[src/trace_pkg.sv]
//////////////////////////////
// instruction tracer shared definitions
// data, register and cycle widths
// RV32 major opcodes and the nop word
// instruction class enumeration
//////////////////////////////

`default_nettype none

package trace_pkg;

  // datapath widths
  localparam int XLEN            = 32;
  localparam int REG_ADDR_W      = 5;
  localparam int CYCLE_W_DEFAULT = 32;

  //////////////////////////////
  // major opcodes
  //////////////////////////////
  localparam logic [6:0] OPC_LUI    = 7'b0110111;
  localparam logic [6:0] OPC_AUIPC  = 7'b0010111;
  localparam logic [6:0] OPC_JAL    = 7'b1101111;
  localparam logic [6:0] OPC_JALR   = 7'b1100111;
  localparam logic [6:0] OPC_BRANCH = 7'b1100011;
  localparam logic [6:0] OPC_LOAD   = 7'b0000011;
  localparam logic [6:0] OPC_STORE  = 7'b0100011;
  localparam logic [6:0] OPC_OPIMM  = 7'b0010011;
  localparam logic [6:0] OPC_OP     = 7'b0110011;
  localparam logic [6:0] OPC_FENCE  = 7'b0001111;
  localparam logic [6:0] OPC_SYSTEM = 7'b1110011;

  // addi x0, x0, 0
  localparam logic [XLEN-1:0] INSTR_NOP = 32'h0000_0013;

  //////////////////////////////
  // instruction classes
  //////////////////////////////
  typedef enum logic [3:0] {
    CLS_NOP     = 4'd0,
    CLS_LUI     = 4'd1,
    CLS_AUIPC   = 4'd2,
    CLS_JAL     = 4'd3,
    CLS_JALR    = 4'd4,
    CLS_BRANCH  = 4'd5,
    CLS_OPIMM   = 4'd6,
    CLS_OP      = 4'd7,
    CLS_LOAD    = 4'd8,
    CLS_STORE   = 4'd9,
    CLS_FENCE   = 4'd10,
    CLS_SYSTEM  = 4'd11,
    CLS_INVALID = 4'd12
  } instr_class_t;

endpackage

`default_nettype wire
[src/instr_tracer.sv]
//////////////////////////////
// instr_tracer top level
// issue -> EX tracking -> WB retirement
//////////////////////////////

`timescale 1ns/100ps
`default_nettype none

module instr_tracer #(
  parameter int CYCLE_W = trace_pkg::CYCLE_W_DEFAULT
) (
  input  logic                             clk,
  input  logic                             rst_n,
  input  logic [trace_pkg::XLEN-1:0]       pc,
  input  logic [trace_pkg::XLEN-1:0]       instr,
  input  logic                             id_valid,
  input  logic                             is_decoding,
  input  logic                             pipe_flush,
  input  logic                             ex_valid,
  input  logic [trace_pkg::REG_ADDR_W-1:0] ex_reg_addr,
  input  logic                             ex_reg_we,
  input  logic [trace_pkg::XLEN-1:0]       ex_reg_wdata,
  input  logic                             ex_data_req,
  input  logic                             ex_data_gnt,
  input  logic                             ex_data_we,
  input  logic [trace_pkg::XLEN-1:0]       ex_data_addr,
  input  logic                             wb_valid,
  input  logic [trace_pkg::REG_ADDR_W-1:0] wb_reg_addr,
  input  logic                             wb_reg_we,
  input  logic [trace_pkg::XLEN-1:0]       wb_reg_wdata,
  output logic                             rec_valid,
  output logic [trace_pkg::XLEN-1:0]       rec_pc,
  output logic [trace_pkg::XLEN-1:0]       rec_instr,
  output trace_pkg::instr_class_t          rec_class,
  output logic [CYCLE_W-1:0]               rec_cycle,
  output logic [trace_pkg::REG_ADDR_W-1:0] rec_rd,
  output logic                             rec_rd_written,
  output logic [trace_pkg::XLEN-1:0]       rec_rd_wdata,
  output logic                             rec_mem_valid,
  output logic                             rec_mem_we,
  output logic [trace_pkg::XLEN-1:0]       rec_mem_addr
);

  import trace_pkg::*;

  // issue to EX slot
  logic                  ex_entry_load;
  logic [XLEN-1:0]       ex_entry_pc;
  logic [XLEN-1:0]       ex_entry_instr;
  instr_class_t          ex_entry_class;
  logic [REG_ADDR_W-1:0] ex_entry_rd;
  logic                  ex_entry_writes_rd;
  logic [CYCLE_W-1:0]    ex_entry_cycle;

  // EX slot to WB slot
  logic                  wb_entry_load;
  logic [XLEN-1:0]       wb_entry_pc;
  logic [XLEN-1:0]       wb_entry_instr;
  instr_class_t          wb_entry_class;
  logic [REG_ADDR_W-1:0] wb_entry_rd;
  logic                  wb_entry_writes_rd;
  logic [CYCLE_W-1:0]    wb_entry_cycle;
  logic                  wb_entry_rd_written;
  logic [XLEN-1:0]       wb_entry_rd_wdata;
  logic                  wb_entry_mem_valid;
  logic                  wb_entry_mem_we;
  logic [XLEN-1:0]       wb_entry_mem_addr;

  // port names match the nets above one to one
  trace_issue #(.CYCLE_W(CYCLE_W)) u_issue (.*);

  trace_ex_track #(.CYCLE_W(CYCLE_W)) u_ex_track (.*);

  trace_wb_retire #(.CYCLE_W(CYCLE_W)) u_wb_retire (.*);

endmodule

`default_nettype wire

[src/trace_wb_retire.sv]
//////////////////////////////
// trace_wb_retire
// single WB slot with writeback override
// and the registered trace record
//////////////////////////////

`timescale 1ns/100ps
`default_nettype none

module trace_wb_retire #(
  parameter int CYCLE_W = trace_pkg::CYCLE_W_DEFAULT
) (
  input  logic                             clk,
  input  logic                             rst_n,
  input  logic                             wb_entry_load,
  input  logic [trace_pkg::XLEN-1:0]       wb_entry_pc,
  input  logic [trace_pkg::XLEN-1:0]       wb_entry_instr,
  input  trace_pkg::instr_class_t          wb_entry_class,
  input  logic [trace_pkg::REG_ADDR_W-1:0] wb_entry_rd,
  input  logic                             wb_entry_writes_rd,
  input  logic [CYCLE_W-1:0]               wb_entry_cycle,
  input  logic                             wb_entry_rd_written,
  input  logic [trace_pkg::XLEN-1:0]       wb_entry_rd_wdata,
  input  logic                             wb_entry_mem_valid,
  input  logic                             wb_entry_mem_we,
  input  logic [trace_pkg::XLEN-1:0]       wb_entry_mem_addr,
  input  logic                             wb_valid,
  input  logic [trace_pkg::REG_ADDR_W-1:0] wb_reg_addr,
  input  logic                             wb_reg_we,
  input  logic [trace_pkg::XLEN-1:0]       wb_reg_wdata,
  output logic                             rec_valid,
  output logic [trace_pkg::XLEN-1:0]       rec_pc,
  output logic [trace_pkg::XLEN-1:0]       rec_instr,
  output trace_pkg::instr_class_t          rec_class,
  output logic [CYCLE_W-1:0]               rec_cycle,
  output logic [trace_pkg::REG_ADDR_W-1:0] rec_rd,
  output logic                             rec_rd_written,
  output logic [trace_pkg::XLEN-1:0]       rec_rd_wdata,
  output logic                             rec_mem_valid,
  output logic                             rec_mem_we,
  output logic [trace_pkg::XLEN-1:0]       rec_mem_addr
);

  import trace_pkg::*;

  logic                  slot_occ;
  logic [XLEN-1:0]       slot_pc;
  logic [XLEN-1:0]       slot_instr;
  instr_class_t          slot_class;
  logic [REG_ADDR_W-1:0] slot_rd;
  logic                  slot_writes_rd;
  logic [CYCLE_W-1:0]    slot_cycle;
  logic                  slot_rd_written;
  logic [XLEN-1:0]       slot_rd_wdata;
  logic                  slot_mem_valid;
  logic                  slot_mem_we;
  logic [XLEN-1:0]       slot_mem_addr;
  logic                  wb_hit;
  logic                  retire;

  // a later writeback replaces the EX value
  assign wb_hit = slot_occ && slot_writes_rd && wb_reg_we && (wb_reg_addr == slot_rd);
  assign retire = slot_occ && wb_valid;

  always_ff @(posedge clk or negedge rst_n) begin
    if (!rst_n) begin
      slot_occ  <= 1'b0;
      rec_valid <= 1'b0;
    end else begin
      slot_occ  <= wb_entry_load || (slot_occ && !wb_valid);
      rec_valid <= retire;
    end
  end

  always_ff @(posedge clk) begin
    if (wb_entry_load) begin
      slot_pc         <= wb_entry_pc;
      slot_instr      <= wb_entry_instr;
      slot_class      <= wb_entry_class;
      slot_rd         <= wb_entry_rd;
      slot_writes_rd  <= wb_entry_writes_rd;
      slot_cycle      <= wb_entry_cycle;
      slot_rd_written <= wb_entry_rd_written;
      slot_rd_wdata   <= wb_entry_rd_wdata;
      slot_mem_valid  <= wb_entry_mem_valid;
      slot_mem_we     <= wb_entry_mem_we;
      slot_mem_addr   <= wb_entry_mem_addr;
    end else if (wb_hit) begin
      slot_rd_written <= 1'b1;
      slot_rd_wdata   <= wb_reg_wdata;
    end
  end

  //////////////////////////////
  // record, valid one cycle after retire
  //////////////////////////////
  always_ff @(posedge clk) begin
    if (retire) begin
      rec_pc         <= slot_pc;
      rec_instr      <= slot_instr;
      rec_class      <= slot_class;
      rec_cycle      <= slot_cycle;
      rec_rd         <= slot_rd;
      rec_rd_written <= slot_rd_written || wb_hit;
      rec_rd_wdata   <= wb_hit ? wb_reg_wdata : slot_rd_wdata;
      rec_mem_valid  <= slot_mem_valid;
      rec_mem_we     <= slot_mem_we;
      rec_mem_addr   <= slot_mem_addr;
    end
  end

endmodule

`default_nettype wire

[src/trace_ex_track.sv]
//////////////////////////////
// trace_ex_track
// single EX slot, merges rd writes and
// the first data grant, hands off to WB
//////////////////////////////

`timescale 1ns/100ps
`default_nettype none

module trace_ex_track #(
  parameter int CYCLE_W = trace_pkg::CYCLE_W_DEFAULT
) (
  input  logic                             clk,
  input  logic                             rst_n,
  input  logic                             ex_entry_load,
  input  logic [trace_pkg::XLEN-1:0]       ex_entry_pc,
  input  logic [trace_pkg::XLEN-1:0]       ex_entry_instr,
  input  trace_pkg::instr_class_t          ex_entry_class,
  input  logic [trace_pkg::REG_ADDR_W-1:0] ex_entry_rd,
  input  logic                             ex_entry_writes_rd,
  input  logic [CYCLE_W-1:0]               ex_entry_cycle,
  input  logic                             ex_valid,
  input  logic [trace_pkg::REG_ADDR_W-1:0] ex_reg_addr,
  input  logic                             ex_reg_we,
  input  logic [trace_pkg::XLEN-1:0]       ex_reg_wdata,
  input  logic                             ex_data_req,
  input  logic                             ex_data_gnt,
  input  logic                             ex_data_we,
  input  logic [trace_pkg::XLEN-1:0]       ex_data_addr,
  output logic                             wb_entry_load,
  output logic [trace_pkg::XLEN-1:0]       wb_entry_pc,
  output logic [trace_pkg::XLEN-1:0]       wb_entry_instr,
  output trace_pkg::instr_class_t          wb_entry_class,
  output logic [trace_pkg::REG_ADDR_W-1:0] wb_entry_rd,
  output logic                             wb_entry_writes_rd,
  output logic [CYCLE_W-1:0]               wb_entry_cycle,
  output logic                             wb_entry_rd_written,
  output logic [trace_pkg::XLEN-1:0]       wb_entry_rd_wdata,
  output logic                             wb_entry_mem_valid,
  output logic                             wb_entry_mem_we,
  output logic [trace_pkg::XLEN-1:0]       wb_entry_mem_addr
);

  import trace_pkg::*;

  logic                  slot_occ;
  logic [XLEN-1:0]       slot_pc;
  logic [XLEN-1:0]       slot_instr;
  instr_class_t          slot_class;
  logic [REG_ADDR_W-1:0] slot_rd;
  logic                  slot_writes_rd;
  logic [CYCLE_W-1:0]    slot_cycle;
  logic                  slot_rd_written;
  logic [XLEN-1:0]       slot_rd_wdata;
  logic                  slot_mem_valid;
  logic                  slot_mem_we;
  logic [XLEN-1:0]       slot_mem_addr;
  logic                  reg_hit;
  logic                  mem_hit;

  // updates seen at this edge
  assign reg_hit = slot_occ && slot_writes_rd && ex_reg_we && (ex_reg_addr == slot_rd);
  assign mem_hit = slot_occ && !slot_mem_valid && ex_data_req && ex_data_gnt;

  //////////////////////////////
  // merged entry towards WB
  //////////////////////////////
  assign wb_entry_load       = slot_occ && ex_valid;
  assign wb_entry_pc         = slot_pc;
  assign wb_entry_instr      = slot_instr;
  assign wb_entry_class      = slot_class;
  assign wb_entry_rd         = slot_rd;
  assign wb_entry_writes_rd  = slot_writes_rd;
  assign wb_entry_cycle      = slot_cycle;
  assign wb_entry_rd_written = slot_rd_written || reg_hit;
  assign wb_entry_rd_wdata   = reg_hit ? ex_reg_wdata : slot_rd_wdata;
  assign wb_entry_mem_valid  = slot_mem_valid || mem_hit;
  assign wb_entry_mem_we     = mem_hit ? ex_data_we : slot_mem_we;
  assign wb_entry_mem_addr   = mem_hit ? ex_data_addr : slot_mem_addr;

  // occupancy and capture flags, a new issue wins over release
  always_ff @(posedge clk or negedge rst_n) begin
    if (!rst_n) begin
      slot_occ        <= 1'b0;
      slot_rd_written <= 1'b0;
      slot_mem_valid  <= 1'b0;
    end else if (ex_entry_load) begin
      slot_occ        <= 1'b1;
      slot_rd_written <= 1'b0;
      slot_mem_valid  <= 1'b0;
    end else begin
      slot_occ        <= slot_occ && !ex_valid;
      slot_rd_written <= wb_entry_rd_written;
      slot_mem_valid  <= wb_entry_mem_valid;
    end
  end

  always_ff @(posedge clk) begin
    if (ex_entry_load) begin
      slot_pc        <= ex_entry_pc;
      slot_instr     <= ex_entry_instr;
      slot_class     <= ex_entry_class;
      slot_rd        <= ex_entry_rd;
      slot_writes_rd <= ex_entry_writes_rd;
      slot_cycle     <= ex_entry_cycle;
    end else begin
      slot_rd_wdata <= wb_entry_rd_wdata;
      slot_mem_we   <= wb_entry_mem_we;
      slot_mem_addr <= wb_entry_mem_addr;
    end
  end

endmodule

`default_nettype wire

[src/trace_issue.sv]
//////////////////////////////
// trace_issue
// free running cycle counter
// issue detection and EX entry fields
//////////////////////////////

`timescale 1ns/100ps
`default_nettype none

module trace_issue #(
  parameter int CYCLE_W = trace_pkg::CYCLE_W_DEFAULT
) (
  input  logic                             clk,
  input  logic                             rst_n,
  input  logic [trace_pkg::XLEN-1:0]       pc,
  input  logic [trace_pkg::XLEN-1:0]       instr,
  input  logic                             id_valid,
  input  logic                             is_decoding,
  input  logic                             pipe_flush,
  output logic                             ex_entry_load,
  output logic [trace_pkg::XLEN-1:0]       ex_entry_pc,
  output logic [trace_pkg::XLEN-1:0]       ex_entry_instr,
  output trace_pkg::instr_class_t          ex_entry_class,
  output logic [trace_pkg::REG_ADDR_W-1:0] ex_entry_rd,
  output logic                             ex_entry_writes_rd,
  output logic [CYCLE_W-1:0]               ex_entry_cycle
);

  import trace_pkg::*;

  logic [CYCLE_W-1:0] cycle_cnt;

  // counts every edge and simply wraps
  always_ff @(posedge clk or negedge rst_n) begin
    if (!rst_n) begin
      cycle_cnt <= '0;
    end else begin
      cycle_cnt <= cycle_cnt + 1'b1;
    end
  end

  // a flush also retires whatever sits in decode
  assign ex_entry_load = (id_valid && is_decoding) || pipe_flush;

  assign ex_entry_pc    = pc;
  assign ex_entry_instr = instr;
  assign ex_entry_rd    = instr[7 +: REG_ADDR_W];
  // stamp is the count before this edge's increment
  assign ex_entry_cycle = cycle_cnt;

  trace_decoder u_decoder (
    .instr       (instr),
    .instr_class (ex_entry_class),
    .writes_rd   (ex_entry_writes_rd)
  );

endmodule

`default_nettype wire

[src/trace_decoder.sv]
//////////////////////////////
// trace_decoder
// sorts an instruction word into its class
// and flags destination register use
//////////////////////////////

`timescale 1ns/100ps
`default_nettype none

module trace_decoder (
  input  logic [trace_pkg::XLEN-1:0] instr,
  output trace_pkg::instr_class_t    instr_class,
  output logic                       writes_rd
);

  import trace_pkg::*;

  logic [6:0] opcode;
  logic [2:0] funct3;
  logic [6:0] funct7;

  assign opcode = instr[6:0];
  assign funct3 = instr[14:12];
  assign funct7 = instr[31:25];

  always_comb begin
    instr_class = CLS_INVALID;
    // canonical nop takes precedence over OPIMM
    if (instr == INSTR_NOP) begin
      instr_class = CLS_NOP;
    end else begin
      case (opcode)
        OPC_LUI:    instr_class = CLS_LUI;
        OPC_AUIPC:  instr_class = CLS_AUIPC;
        OPC_JAL:    instr_class = CLS_JAL;
        OPC_JALR:   instr_class = CLS_JALR;
        OPC_BRANCH: instr_class = CLS_BRANCH;
        OPC_OPIMM:  instr_class = CLS_OPIMM;
        OPC_FENCE:  instr_class = CLS_FENCE;
        OPC_SYSTEM: instr_class = CLS_SYSTEM;
        // lb lh lw lbu lhu only
        OPC_LOAD: begin
          if (funct3 == 3'd3 || funct3 >= 3'd6) begin
            instr_class = CLS_INVALID;
          end else begin
            instr_class = CLS_LOAD;
          end
        end
        // sb sh sw only
        OPC_STORE: begin
          if (funct3 >= 3'd3) begin
            instr_class = CLS_INVALID;
          end else begin
            instr_class = CLS_STORE;
          end
        end
        // base ALU ops, sub and sra use 0x20
        OPC_OP: begin
          if (funct7 == 7'h00 || funct7 == 7'h20) begin
            instr_class = CLS_OP;
          end else begin
            instr_class = CLS_INVALID;
          end
        end
        default: instr_class = CLS_INVALID;
      endcase
    end
  end

  // classes that produce a result in rd
  assign writes_rd = instr_class inside {CLS_LUI, CLS_AUIPC, CLS_JAL, CLS_JALR,
                                         CLS_OPIMM, CLS_OP, CLS_LOAD};

endmodule

`default_nettype wire

[config.mk]
export PLATFORM = sky130hd
export DESIGN_NAME = instr_tracer
export DESIGN_NICKNAME = d
export VERILOG_FILES = /design/src/trace_pkg.sv /design/src/instr_tracer.sv /design/src/trace_wb_retire.sv /design/src/trace_ex_track.sv /design/src/trace_issue.sv /design/src/trace_decoder.sv
export SDC_FILE = /design/constraint.sdc
export NUM_CORES = 1
export LEC_CHECK = 0
export ABC_AREA = 1
export BUFFER_PORTS_ARGS = -buffer_cell sky130_fd_sc_hd__buf_2
export CAP_MARGIN = 20
export CORE_ASPECT_RATIO = 0.6
export CORE_MARGIN = 4
export CORE_UTILIZATION = 40
export DETAILED_ROUTE_END_ITERATION = 16
export PLACE_DENSITY = 0.7
export SYNTH_ARGS = -nofsm -noshare
export SYNTH_HDL_FRONTEND = slang
export SYNTH_SLANG_ARGS = --single-unit
[constraint.sdc]
create_clock -name clk -period 8.3 [get_ports clk]
set_input_delay 1.66 -clock clk [delete_from_list [all_inputs] [get_ports clk]]
set_output_delay 1.66 -clock clk [all_outputs]
set_load 0.05 [all_outputs]
==> reports/metrics.cfg <==
[grt]
grt_max_degree = 98
grt_pass1_vias = 10747
grt_use_total_pct = 15.3
grt-ovfl-total = 0
grt_pass1_wl_um = 60700
antenna_found_initial = 4

[timing]
max_freq_mhz = 280
timing.setup.tns_ns = 0
fin_skew_ns = 0.0261
hold_violations = 0
period_share_pct = 43.0
final-setup-viol-count = 0
rsz0062_at_grt = false
slew_headroom_pct = 31.0
slew_violations = 0
setup_ws_ns = 4.73
worst_slew_pin_slew_ns = 1.04
fin_crit_ns = 3.57

[hold_path]
holdCritPathClass = reg -> reg

[logic_synthesis]
yosys_register_bits = 538
synth_largest_area_cell = edfxtp_1
syn_area_um2 = 18900
avgSynthCellArea_um2 = 15.0
ys_warn_count = 0
yosys.area.top_type_share_pct = 74.3
ys_seq_area_share_pct = 82.6
syn-instance-count = 1261
synth.distinct_cells = 34
synthTopCellsByArea = edfxtp_1 (74%), nand2_1 (6.4%), dfrtp_1 (4.9%)
synth_nets = 1444

[die]
ios = 355
dieArea_um2 = 51000
coreArea_um2 = 46600
die-width_um = 289
initial_core_util_pct = 40.7
die_y_um = 177
rows = 61

[worst_setup_path]
critPathCaptureType = register
crit_type = in -> reg
cp_max_fo = 93
required_ns = 8.48
startpoint_type = input pin
critPathArrivalTime_ns = 3.75

[power_and_ir_drop]
p_int_w = 0.00459
pwr_density_cell_nw_per_um2 = 261
power.leakage_nw = 9.66
p_comb_share_pct = 8.4
p_switching_w = 0.00144
p_sw_share_pct = 23.8
pwr-share-seq_pct = 53.8
p_clk_share_pct = 37.8
peakVddDrop_uv = 128

[detailed_routing]
vias = 10714
drtIter0Drc = 828
drt_wl_total_um = 39800
wl_per_cell_um = 17.2
firstDrtPassIters = 8
vias_per_cell = 4.63
drtAntennaViolNets = 0
drc = 0

[clocking]
cts-htree-levels = 2
numCtsBuffers = 49
cts-resized-gates = 0
clockRootBuffer = clkbuf_16
cts_sinks = 538
cts_setup_buffers = 0
cts_max_path_buffers = 3
path_clk_slew_ns = 0.07
cts_hold_buf = 0
cts_tree = built
worstSkewPairLatency_ns = 0.58

[placement]
dpl_worst_slack_ns = 4.12
gp_congestion = 0.869
portBuffers = 354
dpl.hpwl_um = 26700

[status]
status = finished clean

[job]
drv_cap = 0

[final_layout]
most-common-layout-cells = edfxtp_1 (469), buf_2 (354), nand2_1 (321), inv_1 (116), nor2_1 (69)
nFillCells = 3959
layout_commonest_cell = edfxtp_1
area_growth_pct = 21.9
drive_above_1_share_pct = 27.7
nets = 1826

==> cell type report <==
cell class | instances | area (µm²) | area share [%]
inverters | 120 | 463 | 2.00
well taps | 630 | 788 | 3.41
diodes | 2 | 5.00 | 0.0217
clock buffers | 65 | 1370 | 5.92
clock inverters | 27 | 278 | 1.20
flip-flops and latches | 538 | 15700 | 67.8
multi-input cells | 571 | 2680 | 11.6
repair buffers | 363 | 1860 | 8.05
==> critical path, cell delays in order <==
cell	delay (ns)
buf_2	0.08
nand2_1	0.05
buf_4	0.28
inv_6	0.64
buf_4	0.88
==> per-stage QoR <==
step | area [µm²] | utilization [%] | total power (W) | hold WS [ns] | cells
5_1_grt | 23100 | 49.6 | 0.00629 | 0.420 | 2316
2_1_floorplan | 18900 | - | 0.00364 | 0.400 | 1261
6_report | 23100 | 49.6 | 0.00603 | 0.411 | 2316
4_1_cts | 23100 | 49.5 | 0.00612 | 0.416 | 2313
3_5_place_dp | 21400 | 46.0 | 0.00381 | 0.405 | 2221
3_3_place_gp | 21400 | 46.0 | 0.00380 | 0.400 | 2221
==> power by group through the flow <==
stage | Combinational [W] | Clock, W | Sequential (W)
floorplan | 0.000151 | 0 | 0.00349
global placement | 0.000502 | 0 | 0.00329
detailed placement | 0.000511 | 0 | 0.00330
CTS | 0.000513 | 0.00236 | 0.00324
global route | 0.000548 | 0.00248 | 0.00326
finish | 0.000507 | 0.00228 | 0.00324
==> logic make-up (layout without fill, tap and decap cells) <==
kind of cell	Yosys count	in the layout	share of synthesized area (%)
XOR/XNOR	34	34	1.57
buffers and inverters	152	575	3.33
AND/OR/NAND/NOR	462	462	10.4
flip-flops	538	538	82.6
AO/OA/AOI/OAI	74	74	2.05
other	0	2	0
adder cells (fa/ha/maj)	1	1	0.0660
==> synth_stat cells, drive strengths merged <==
cell type,count
a21oi,7
and3,1
buf,16
clkbuf,16
clkinv,1
dfrtp,37
dfxtp,32
edfxtp,469
ha,1
inv,119
nand2,322
nand3,28
nand3b,1
nand4,19
nor2,75
nor3,11
nor3b,1
nor4,4
o21ai,67
xnor2,13
xor2,21
==> registers in the layout (all words and copies together) (netlist names), 32 cells and up <==
signal and cells:
u_ex_track.slot_mem_addr 32, u_ex_track.slot_rd_wdata 32, u_ex_track.wb_entry_cycle 32, u_ex_track.wb_entry_pc 32
u_issue.ex_entry_cycle 32, u_wb_retire.rec_cycle 32, u_wb_retire.rec_mem_addr 32, u_wb_retire.rec_pc 32
u_wb_retire.rec_rd_wdata 32, u_wb_retire.slot_cycle 32, u_wb_retire.slot_instr 32, u_wb_retire.slot_mem_addr 32
u_wb_retire.slot_pc 32, u_wb_retire.slot_rd_wdata 32
==> final timing paths <==
check	cells after the start	slack (ns)	start	to
max	5	4.73	ex_valid	u_wb_retire.slot_instr[22]
max in group asynchronous	1	6.39	rst_n	u_ex_track.slot_occ
min	0	0.41	u_ex_track.wb_entry_pc[6]	u_wb_retire.slot_pc[6]
min reg2reg	0	0.41	u_ex_track.wb_entry_pc[6]	u_wb_retire.slot_pc[6]
max reg2reg	4	5.37	u_ex_track.slot_occ	u_wb_retire.slot_instr[22]
min in group asynchronous	1	1.26	rst_n	u_issue.ex_entry_cycle[31]
==> metal layers <==
layer  routed length, µm  track usage (%)  part of all wire [%]
met5                   0                0                     0
met3                2160             3.19                   5.4
met1               16400             19.8                    41
met2               20000             26.3                    50
met4                1260             4.79                   3.2
No activity file was read; power rests on OpenSTA's default activity.
